**src/source/kmeans_pkg.sv**
```systemverilog
package kmeans_pkg;

  // job geometry
  localparam int NUM_CLUSTERS = 4;
  localparam int NUM_POINTS   = 64;

  localparam int COORD_W = 8;
  localparam int POINT_W = 2 * COORD_W;
  localparam int DIST_W  = COORD_W + 1;
  localparam int IDX_W   = $clog2(NUM_CLUSTERS);
  localparam int ADDR_W  = $clog2(NUM_POINTS);
  // wide enough for NUM_POINTS full-scale coordinates
  localparam int SUM_W   = COORD_W + ADDR_W;
  localparam int COUNT_W = ADDR_W + 1;

  typedef logic [COORD_W-1:0] coord_t;

  // x in the upper byte, y in the lower byte
  typedef logic [POINT_W-1:0] point_t;

  typedef logic [DIST_W-1:0]  dist_t;
  typedef logic [IDX_W-1:0]   cluster_idx_t;
  typedef logic [ADDR_W-1:0]  addr_t;
  typedef logic [SUM_W-1:0]   sum_t;
  typedef logic [COUNT_W-1:0] count_t;

  // controller states
  typedef enum logic [2:0] {
    st_idle,
    st_load_init,
    st_load_data,
    st_assign,
    st_update,
    st_check,
    st_output
  } kmeans_state_t;

endpackage

```
**src/source/centroid_bank.sv**
```systemverilog
`timescale 1ns/1ps

module centroid_bank
  import kmeans_pkg::*;
(
  input  logic         clk,
  input  logic         rst_n,
  input  logic         load_en,
  input  cluster_idx_t load_idx,
  input  point_t       load_data,
  input  logic         snapshot_en,
  input  logic         update_en,
  input  sum_t         sum_x0,
  input  sum_t         sum_x1,
  input  sum_t         sum_x2,
  input  sum_t         sum_x3,
  input  sum_t         sum_y0,
  input  sum_t         sum_y1,
  input  sum_t         sum_y2,
  input  sum_t         sum_y3,
  input  count_t       count0,
  input  count_t       count1,
  input  count_t       count2,
  input  count_t       count3,
  output point_t       centroid0,
  output point_t       centroid1,
  output point_t       centroid2,
  output point_t       centroid3,
  output logic         converged,
  input  cluster_idx_t out_sel,
  output point_t       out_data
);

  point_t cur  [NUM_CLUSTERS];
  point_t prev [NUM_CLUSTERS];
  sum_t   sx   [NUM_CLUSTERS];
  sum_t   sy   [NUM_CLUSTERS];
  count_t cnt  [NUM_CLUSTERS];

  assign sx  = '{sum_x0, sum_x1, sum_x2, sum_x3};
  assign sy  = '{sum_y0, sum_y1, sum_y2, sum_y3};
  assign cnt = '{count0, count1, count2, count3};

  always_ff @(posedge clk) begin
    if (!rst_n) begin
      for (int i = 0; i < NUM_CLUSTERS; i++) begin
        cur[i] <= '0;
      end
    end else if (load_en) begin
      cur[load_idx] <= load_data;
    end else if (update_en) begin
      // truncated mean, empty clusters stay put
      for (int i = 0; i < NUM_CLUSTERS; i++) begin
        if (cnt[i] != '0) begin
          cur[i] <= {coord_t'(sx[i] / cnt[i]), coord_t'(sy[i] / cnt[i])};
        end
      end
    end
  end

  always_ff @(posedge clk) begin
    if (snapshot_en) begin
      prev <= cur;
    end
  end

  always_comb begin
    converged = 1'b1;
    for (int i = 0; i < NUM_CLUSTERS; i++) begin
      if (cur[i] != prev[i]) begin
        converged = 1'b0;
      end
    end
  end

  always_ff @(posedge clk) begin
    if (!rst_n) begin
      out_data <= '0;
    end else begin
      out_data <= cur[out_sel];
    end
  end

  assign centroid0 = cur[0];
  assign centroid1 = cur[1];
  assign centroid2 = cur[2];
  assign centroid3 = cur[3];

  a_load_vs_update: assert property (@(posedge clk) disable iff (!rst_n)
    !(load_en && update_en));

endmodule

```
**src/source/cluster_accum.sv**
```systemverilog
`timescale 1ns/1ps

module cluster_accum
  import kmeans_pkg::*;
(
  input  logic         clk,
  input  logic         rst_n,
  input  logic         acc_clear,
  input  logic         assign_valid,
  input  cluster_idx_t assign_idx,
  input  point_t       assign_point,
  output sum_t         sum_x0,
  output sum_t         sum_x1,
  output sum_t         sum_x2,
  output sum_t         sum_x3,
  output sum_t         sum_y0,
  output sum_t         sum_y1,
  output sum_t         sum_y2,
  output sum_t         sum_y3,
  output count_t       count0,
  output count_t       count1,
  output count_t       count2,
  output count_t       count3
);

  sum_t   sx  [NUM_CLUSTERS];
  sum_t   sy  [NUM_CLUSTERS];
  count_t cnt [NUM_CLUSTERS];

  always_ff @(posedge clk) begin
    if (!rst_n || acc_clear) begin
      for (int i = 0; i < NUM_CLUSTERS; i++) begin
        sx[i]  <= '0;
        sy[i]  <= '0;
        cnt[i] <= '0;
      end
    end else if (assign_valid) begin
      // x from the upper byte, y from the lower
      sx[assign_idx]  <= sx[assign_idx] + sum_t'(assign_point[15:8]);
      sy[assign_idx]  <= sy[assign_idx] + sum_t'(assign_point[7:0]);
      cnt[assign_idx] <= cnt[assign_idx] + 1'b1;
    end
  end

  assign sum_x0 = sx[0];
  assign sum_x1 = sx[1];
  assign sum_x2 = sx[2];
  assign sum_x3 = sx[3];
  assign sum_y0 = sy[0];
  assign sum_y1 = sy[1];
  assign sum_y2 = sy[2];
  assign sum_y3 = sy[3];
  assign count0 = cnt[0];
  assign count1 = cnt[1];
  assign count2 = cnt[2];
  assign count3 = cnt[3];

  // a count past NUM_POINTS means a missed clear
  a_count_range: assert property (@(posedge clk) disable iff (!rst_n)
    (cnt[0] <= count_t'(NUM_POINTS)) && (cnt[1] <= count_t'(NUM_POINTS)) &&
    (cnt[2] <= count_t'(NUM_POINTS)) && (cnt[3] <= count_t'(NUM_POINTS)));

endmodule

```
**src/source/kmeans_ctrl.sv**
```systemverilog
`timescale 1ns/1ps

module kmeans_ctrl
  import kmeans_pkg::*;
(
  input  logic         clk,
  input  logic         rst_n,
  input  logic         in_valid,
  input  point_t       in_data,
  output addr_t        mem_addr,
  output logic         mem_we,
  output point_t       mem_wdata,
  output logic         load_en,
  output cluster_idx_t load_idx,
  output logic         snapshot_en,
  output logic         update_en,
  output logic         acc_clear,
  output logic         point_valid,
  input  logic         assign_valid,
  input  logic         converged,
  output cluster_idx_t out_sel,
  output logic         out_valid
);

  kmeans_state_t state;
  kmeans_state_t next_state;
  cluster_idx_t  init_cnt;
  addr_t         wr_addr;
  count_t        rd_cnt;
  count_t        done_cnt;
  logic [2:0]    phase;
  cluster_idx_t  out_cnt;
  logic          read_issue;
  logic          pass_done;

  // one read per five cycles, four scan plus one accumulate
  assign read_issue = (state == st_assign) && (phase == 3'd0) &&
                      (rd_cnt != count_t'(NUM_POINTS));
  assign pass_done  = (state == st_assign) && assign_valid &&
                      (done_cnt == count_t'(NUM_POINTS - 1));

  always_comb begin
    next_state = state;
    case (state)
      st_idle: begin
        if (in_valid) begin
          next_state = st_load_init;
        end
      end
      st_load_init: begin
        if (init_cnt == cluster_idx_t'(NUM_CLUSTERS - 1)) begin
          next_state = st_load_data;
        end
      end
      st_load_data: begin
        if (!in_valid) begin
          next_state = st_assign;
        end
      end
      st_assign: begin
        if (pass_done) begin
          next_state = st_update;
        end
      end
      st_update: next_state = st_check;
      st_check:  next_state = converged ? st_output : st_assign;
      st_output: begin
        if (out_cnt == cluster_idx_t'(NUM_CLUSTERS - 1)) begin
          next_state = st_idle;
        end
      end
      default:   next_state = st_idle;
    endcase
  end

  always_ff @(posedge clk) begin
    if (!rst_n) begin
      state       <= st_idle;
      init_cnt    <= '0;
      wr_addr     <= '0;
      rd_cnt      <= '0;
      done_cnt    <= '0;
      phase       <= '0;
      out_cnt     <= '0;
      point_valid <= 1'b0;
      out_valid   <= 1'b0;
    end else begin
      state       <= next_state;
      init_cnt    <= load_en ? init_cnt + 1'b1 : '0;
      wr_addr     <= mem_we ? wr_addr + 1'b1 : (state == st_load_data ? wr_addr : '0);
      rd_cnt      <= (state != st_assign) ? '0 : rd_cnt + count_t'(read_issue);
      done_cnt    <= (state != st_assign) ? '0 : done_cnt + count_t'(assign_valid);
      phase       <= (state != st_assign || phase == 3'd4) ? '0 : phase + 1'b1;
      out_cnt     <= (state == st_output) ? out_cnt + 1'b1 : '0;
      // lines up with the memory's registered read data
      point_valid <= read_issue;
      out_valid   <= (state == st_output);
    end
  end

  assign mem_addr    = (state == st_load_data) ? wr_addr : addr_t'(rd_cnt);
  assign mem_we      = (state == st_load_data) && in_valid;
  assign mem_wdata   = in_data;
  assign load_en     = ((state == st_idle) && in_valid) || (state == st_load_init);
  assign load_idx    = init_cnt;
  assign snapshot_en = (state == st_update);
  assign update_en   = (state == st_update);
  assign acc_clear   = (next_state == st_assign) && (state != st_assign);
  assign out_sel     = out_cnt;

  // burst ends right after the last point, never early or late
  a_load_gap: assert property (@(posedge clk) disable iff (!rst_n)
    (state == st_load_data && !in_valid) |->
      (wr_addr == '0) && ($past(state) == st_load_data));

  a_out_len: assert property (@(posedge clk) disable iff (!rst_n)
    out_valid [*4] |=> !out_valid);

endmodule

```
**src/source/kmeans_top.sv**
```systemverilog
`timescale 1ns/1ps

module kmeans_top
  import kmeans_pkg::*;
(
  input  logic   clk,
  input  logic   rst_n,
  input  logic   in_valid,
  input  point_t in_data,
  output logic   out_valid,
  output point_t out_data
);

  addr_t        mem_addr;
  logic         mem_we;
  point_t       mem_wdata;
  point_t       mem_rdata;
  logic         load_en;
  cluster_idx_t load_idx;
  logic         snapshot_en;
  logic         update_en;
  logic         acc_clear;
  logic         point_valid;
  logic         converged;
  cluster_idx_t out_sel;
  point_t       centroid0;
  point_t       centroid1;
  point_t       centroid2;
  point_t       centroid3;
  logic         assign_valid;
  cluster_idx_t assign_idx;
  point_t       assign_point;
  sum_t         sum_x0;
  sum_t         sum_x1;
  sum_t         sum_x2;
  sum_t         sum_x3;
  sum_t         sum_y0;
  sum_t         sum_y1;
  sum_t         sum_y2;
  sum_t         sum_y3;
  count_t       count0;
  count_t       count1;
  count_t       count2;
  count_t       count3;

  kmeans_ctrl u_ctrl (
    .clk          (clk),
    .rst_n        (rst_n),
    .in_valid     (in_valid),
    .in_data      (in_data),
    .mem_addr     (mem_addr),
    .mem_we       (mem_we),
    .mem_wdata    (mem_wdata),
    .load_en      (load_en),
    .load_idx     (load_idx),
    .snapshot_en  (snapshot_en),
    .update_en    (update_en),
    .acc_clear    (acc_clear),
    .point_valid  (point_valid),
    .assign_valid (assign_valid),
    .converged    (converged),
    .out_sel      (out_sel),
    .out_valid    (out_valid)
  );

  point_mem u_mem (
    .clk   (clk),
    .addr  (mem_addr),
    .we    (mem_we),
    .wdata (mem_wdata),
    .rdata (mem_rdata)
  );

  // initial centroids come straight off the input bus
  centroid_bank u_bank (
    .clk         (clk),
    .rst_n       (rst_n),
    .load_en     (load_en),
    .load_idx    (load_idx),
    .load_data   (in_data),
    .snapshot_en (snapshot_en),
    .update_en   (update_en),
    .sum_x0      (sum_x0),
    .sum_x1      (sum_x1),
    .sum_x2      (sum_x2),
    .sum_x3      (sum_x3),
    .sum_y0      (sum_y0),
    .sum_y1      (sum_y1),
    .sum_y2      (sum_y2),
    .sum_y3      (sum_y3),
    .count0      (count0),
    .count1      (count1),
    .count2      (count2),
    .count3      (count3),
    .centroid0   (centroid0),
    .centroid1   (centroid1),
    .centroid2   (centroid2),
    .centroid3   (centroid3),
    .converged   (converged),
    .out_sel     (out_sel),
    .out_data    (out_data)
  );

  nearest_centroid u_scan (
    .clk          (clk),
    .rst_n        (rst_n),
    .point_valid  (point_valid),
    .point        (mem_rdata),
    .centroid0    (centroid0),
    .centroid1    (centroid1),
    .centroid2    (centroid2),
    .centroid3    (centroid3),
    .assign_valid (assign_valid),
    .assign_idx   (assign_idx),
    .assign_point (assign_point)
  );

  cluster_accum u_accum (
    .clk          (clk),
    .rst_n        (rst_n),
    .acc_clear    (acc_clear),
    .assign_valid (assign_valid),
    .assign_idx   (assign_idx),
    .assign_point (assign_point),
    .sum_x0       (sum_x0),
    .sum_x1       (sum_x1),
    .sum_x2       (sum_x2),
    .sum_x3       (sum_x3),
    .sum_y0       (sum_y0),
    .sum_y1       (sum_y1),
    .sum_y2       (sum_y2),
    .sum_y3       (sum_y3),
    .count0       (count0),
    .count1       (count1),
    .count2       (count2),
    .count3       (count3)
  );

endmodule

```
**src/source/nearest_centroid.sv**
```systemverilog
`timescale 1ns/1ps

module nearest_centroid
  import kmeans_pkg::*;
(
  input  logic         clk,
  input  logic         rst_n,
  input  logic         point_valid,
  input  point_t       point,
  input  point_t       centroid0,
  input  point_t       centroid1,
  input  point_t       centroid2,
  input  point_t       centroid3,
  output logic         assign_valid,
  output cluster_idx_t assign_idx,
  output point_t       assign_point
);

  point_t       cent [NUM_CLUSTERS];
  point_t       pt_q;
  logic         busy;
  cluster_idx_t scan_idx;
  cluster_idx_t cand_idx;
  point_t       cand_point;
  dist_t        cand_dist;
  dist_t        min_dist;
  cluster_idx_t min_idx;
  logic         better;

  function automatic dist_t manhattan(point_t a, point_t b);
    coord_t dx;
    coord_t dy;
    dx = (a[15:8] > b[15:8]) ? a[15:8] - b[15:8] : b[15:8] - a[15:8];
    dy = (a[7:0] > b[7:0]) ? a[7:0] - b[7:0] : b[7:0] - a[7:0];
    return dist_t'(dx) + dist_t'(dy);
  endfunction

  assign cent = '{centroid0, centroid1, centroid2, centroid3};

  // centroid 0 is scored on the arrival cycle itself
  assign cand_idx   = point_valid ? cluster_idx_t'(0) : scan_idx;
  assign cand_point = point_valid ? point : pt_q;
  assign cand_dist  = manhattan(cand_point, cent[cand_idx]);
  // strict compare keeps the lower index on a tie
  assign better     = cand_dist < min_dist;

  always_ff @(posedge clk) begin
    if (!rst_n) begin
      busy         <= 1'b0;
      scan_idx     <= '0;
      assign_valid <= 1'b0;
    end else begin
      assign_valid <= busy && (scan_idx == cluster_idx_t'(NUM_CLUSTERS - 1));
      if (point_valid) begin
        busy     <= 1'b1;
        scan_idx <= cluster_idx_t'(1);
      end else if (busy) begin
        scan_idx <= scan_idx + 1'b1;
        if (scan_idx == cluster_idx_t'(NUM_CLUSTERS - 1)) begin
          busy <= 1'b0;
        end
      end
    end
  end

  always_ff @(posedge clk) begin
    if (point_valid) begin
      pt_q     <= point;
      min_dist <= cand_dist;
      min_idx  <= '0;
    end else if (busy && better) begin
      min_dist <= cand_dist;
      min_idx  <= scan_idx;
    end
    if (busy && (scan_idx == cluster_idx_t'(NUM_CLUSTERS - 1))) begin
      assign_idx   <= better ? scan_idx : min_idx;
      assign_point <= pt_q;
    end
  end

  a_no_overlap: assert property (@(posedge clk) disable iff (!rst_n)
    point_valid |-> !busy);

endmodule

```
**src/source/point_mem.sv**
```systemverilog
`timescale 1ns/1ps

module point_mem
  import kmeans_pkg::*;
(
  input  logic   clk,
  input  addr_t  addr,
  input  logic   we,
  input  point_t wdata,
  output point_t rdata
);

  point_t mem [NUM_POINTS];

  // single port, read data registered
  always_ff @(posedge clk) begin
    if (we) begin
      mem[addr] <= wdata;
    end
    rdata <= mem[addr];
  end

endmodule

```
**config.mk**
```make
export PLATFORM = sky130hd
export DESIGN_NAME = kmeans_top
export DESIGN_NICKNAME = d
export VERILOG_FILES = /design/src/source/kmeans_pkg.sv /design/src/source/centroid_bank.sv /design/src/source/cluster_accum.sv /design/src/source/kmeans_ctrl.sv /design/src/source/kmeans_top.sv /design/src/source/nearest_centroid.sv /design/src/source/point_mem.sv
export SDC_FILE = /design/constraint.sdc
export NUM_CORES = 2
export LEC_CHECK = 0
export ABC_AREA = 1
export BUFFER_PORTS_ARGS = -buffer_cell sky130_fd_sc_hd__buf_2
export CORE_MARGIN = 4
export CORE_UTILIZATION = 48
export DETAILED_ROUTE_END_ITERATION = 8
export PLACE_DENSITY = 0.69
export SLEW_MARGIN = 30
export SYNTH_ARGS = -nofsm -noshare
export SYNTH_HDL_FRONTEND = slang
export SYNTH_SLANG_ARGS = --single-unit
```
**constraint.sdc**
```tcl
create_clock -name clk -period 46.4 [get_ports clk]
set_clock_uncertainty 0.2 [all_clocks]
set_input_delay 2.32 -clock clk [delete_from_list [all_inputs] [get_ports clk]]
set_output_delay 2.32 -clock clk [all_outputs]
set_load 0.005 [all_outputs]
```
==> flow_metrics.py <==
metrics = {
    "outcome": {
        "status": "complete, no violations",
    },
    "timing": {
        "final.setup.tns_ns": 0,
        "drv_slew": 0,
        "tightest_slew_ns": 1.028,
        "hold_viol": 0,
        "fin_crit_ns": 25.41,
        "relSlewSlack": 0.3123,
        "setup_viol": 0,
        "fin_crit_sh": 0.5477,
        "whs_ns": 0.2086,
        "rsz0062_at_grt": "false",
        "fmax_mhz": 39.35,
    },
    "global_route": {
        "grt_pass1_vias": 68520,
        "overflow": 0,
        "grt_max_degree": 129,
        "grt.total_usage": 0.2695,
        "antenna_found_initial": 7,
        "grt_pass1_wl_microns": 399700,
    },
    "placed_design": {
        "dp_hpwl_microns": 180000,
        "io_buffer_count": 35,
        "placed_area_sq_um": 90860,
        "gp_congestion": 0.9852,
    },
    "logic_synthesis": {
        "ys_types": 82,
        "syn_area_sq_um": 87670,
        "avgSynthCellArea_sq_um": 9.249,
        "synth_edf_count": 1255,
        "synth_top_area_share": 0.4299,
        "synthTopCellsByCount": "1775 x nand2_1, 1255 x edfxtp_1, 1032 x inv_1",
        "async_reset_ff_frac": 0,
        "synthTopCellsByArea": "edfxtp_1 43%, ha_1 10%, nand2_1 7.6%, inv_1 4.4%, a22oi_1 4.3%",
        "synth_nets": 10210,
        "synth_warnings": 0,
        "yosysMostFrequentCell": "nand2_1",
        "synth_top_cell_by_area": "edfxtp_1",
        "dominantRegCellSynth": "edfxtp_1",
        "syn_inst": 9479,
        "ys_ff_latch": 1407,
        "synth_seq_area_share": 0.4646,
    },
    "critical_path": {
        "slowest_delay_ns": 0.46,
        "crit_cells": 169,
        "reg2reg_depth": 169,
        "path_delay_family": "compound AO/OA/AOI/OAI gates",
        "criticalPathCategory": "flop to flop",
        "path_buf_inv": 24,
        "critPathRequiredTime_ns": 46.82,
        "endpoint": "u_bank.centroid3[8]",
        "r2r-end": "u_bank.centroid3[8]",
        "endpoint_kind": "flop",
        "start_kind": "flop",
        "slowest_stage": "edfxtp_1",
        "crit_path_start": "u_accum.cnt[3][0]",
        "crit_fanout": 28,
        "reg2reg_from": "u_accum.cnt[3][0]",
        "crit_top_cell": "nand2_1",
        "critPathArrivalTime_ns": 25.83,
        "ff2ff_setup_slack_ns": 20.99,
    },
    "drt": {
        "post_drt_wl_per_cell_microns": 21.99,
        "vias_per_cell": 5.926,
        "drt-total-wl_microns": 263500,
        "drcViolationCount": 0,
        "drtIter0Drc": 6922,
        "drtPass1Iterations": 8,
        "num_vias": 71020,
        "ant_nets": 0,
    },
    "floorplan": {
        "core_area_sq_um": 181100,
        "die_h_microns": 435.4,
        "die-width_microns": 435.4,
        "num_rows": 156,
        "design.die.area_sq_um": 189500,
        "start_util": 0.4840,
        "ios": 36,
    },
    "final_layout": {
        "nNetsFinal": 10220,
        "drive_gt1_frac": 0.08989,
        "final_core_util": 0.5271,
        "fin_area_sq_um": 95480,
        "areaGrowthSynthToFinish_pct": 8.916,
    },
    "clock_tree": {
        "hold_buffers": 0,
        "clk_latency_ns": 0.80,
        "cts-root-to-sink-buffers": 3,
        "cts-root-buf": "clkbuf_16",
        "cts_sinks": 1407,
        "ctsResizeCount": 0,
        "cts_tree": "done",
        "cts_buffers": 142,
        "post_cts_buffers": 0,
        "clk_pin_slew_worst_paths_ns": 0.06,
        "h-tree-depth": 4,
    },
    "worst_hold_path": {
        "holdPathStages": 0,
        "hp-class": "flop to flop",
    },
    "flow_run": {
        "max-cap-violations": 0,
    },
}
[layer usage]
layer	vias to the layer above	track usage	routed length, microns
met5	-	0	13
met2	3092	0.4543	123300
met3	627	0.04365	22240
li1	33290	-	-
met4	2	0.1382	15220
met1	34010	0.3349	102800
[through the flow]
| stage | setup WS, ns | cells |
|---|---|---|
| floorplan | 24.26 | 9479 |
| global route | 18.07 | 11980 |
| finish | 20.99 | 11980 |
| global placement | 21.78 | 11720 |
| detailed placement | 21.23 | 11720 |
| CTS | 21.06 | 11980 |
[how the worst min path moves through the flow]
stage	start	to	slack [ns]
global route	u_scan.pt_q[7]	u_scan.assign_point[7]	0.20
detailed placement	u_scan.pt_q[3]	u_scan.assign_point[3]	0.21
global placement	u_bank.centroid1[15]	u_bank.prev[47]	0.21
finish	u_scan.pt_q[7]	u_scan.assign_point[7]	0.21
CTS	u_scan.pt_q[7]	u_scan.assign_point[7]	0.19
floorplan	u_scan.pt_q[0]	u_scan.assign_point[0]	0.20
[cell usage in the layout, fill, tap and decap left out, types with 24 or more instances in the layout]
master,instances
nand4_1,210
clkinv_1,43
nor2_2,33
or2_2,75
clkbuf_1,29
buf_4,160
nand2_4,38
nand2_1,1773
o21a_1,40
buf_2,35
nor2_1,638
clkinv_2,26
nand3_1,392
dfxtp_1,151
a21oi_1,406
nor2_4,28
a221oi_1,45
o22ai_1,55
nor3_1,56
o21ai_1,58
o31ai_1,24
o211ai_1,33
edfxtp_1,1255
nand3_2,55
nand2_2,77
ha_1,700
a21o_1,101
nand3b_1,30
a22oi_1,501
xnor2_1,159
a31oi_1,25
inv_2,53
clkbuf_16,142
nor4_1,26
inv_1,1028
o21ai_0,548
o21bai_1,72
xor2_1,240
[area by class of cell]
class	count	area, sq um
clock buffer	179	3772
inverter	1101	4143
multi-input combinational	6645	41570
tap	2370	2965
sequential	1407	40730
antenna	2	5.005
fill	15990	85650
clock inverter	80	834.6
timing repair buffer	200	1468
[cell families (layout without fill, tap and decap cells)]
group | count (synthesis) | in the layout | synth area share
xor gates and xnor gates | 399 | 399 | 0.03986
and+or+nand+nor | 3526 | 3526 | 0.1862
AOI/OAI and AO/OA | 2008 | 2008 | 0.1446
adders and majority gates | 707 | 707 | 0.1015
DFF | 1407 | 1407 | 0.4646
buffers and inverters | 1427 | 1560 | 0.06274
muxes | 5 | 5 | 0.0005709
other | 0 | 2 | 0
[sequential cells by signal, summed over array words and instances, names as in the netlist, 2 cells and up, named ones only]
| name | count |
|---|---|
| u_accum.cnt | 28 |
| u_accum.sx | 56 |
| u_accum.sy | 56 |
| u_bank.centroid0 | 16 |
| u_bank.centroid1 | 16 |
| u_bank.centroid2 | 16 |
| u_bank.centroid3 | 16 |
| u_bank.out_data | 16 |
| u_bank.prev | 64 |
| u_ctrl.done_cnt | 7 |
| u_ctrl.load_idx | 2 |
| u_ctrl.out_sel | 2 |
| u_ctrl.phase | 3 |
| u_ctrl.rd_cnt | 7 |
| u_ctrl.state | 3 |
| u_ctrl.wr_addr | 6 |
| u_mem.mem | 1024 |
| u_mem.rdata | 16 |
| u_scan.assign_idx | 2 |
| u_scan.assign_point | 16 |
| u_scan.min_dist | 9 |
| u_scan.min_idx | 2 |
| u_scan.pt_q | 16 |
| u_scan.scan_idx | 2 |
Power is left out: the tool's default activity adds up to more than one toggle a clock period on the data nets, which glitch-free logic cannot reach.
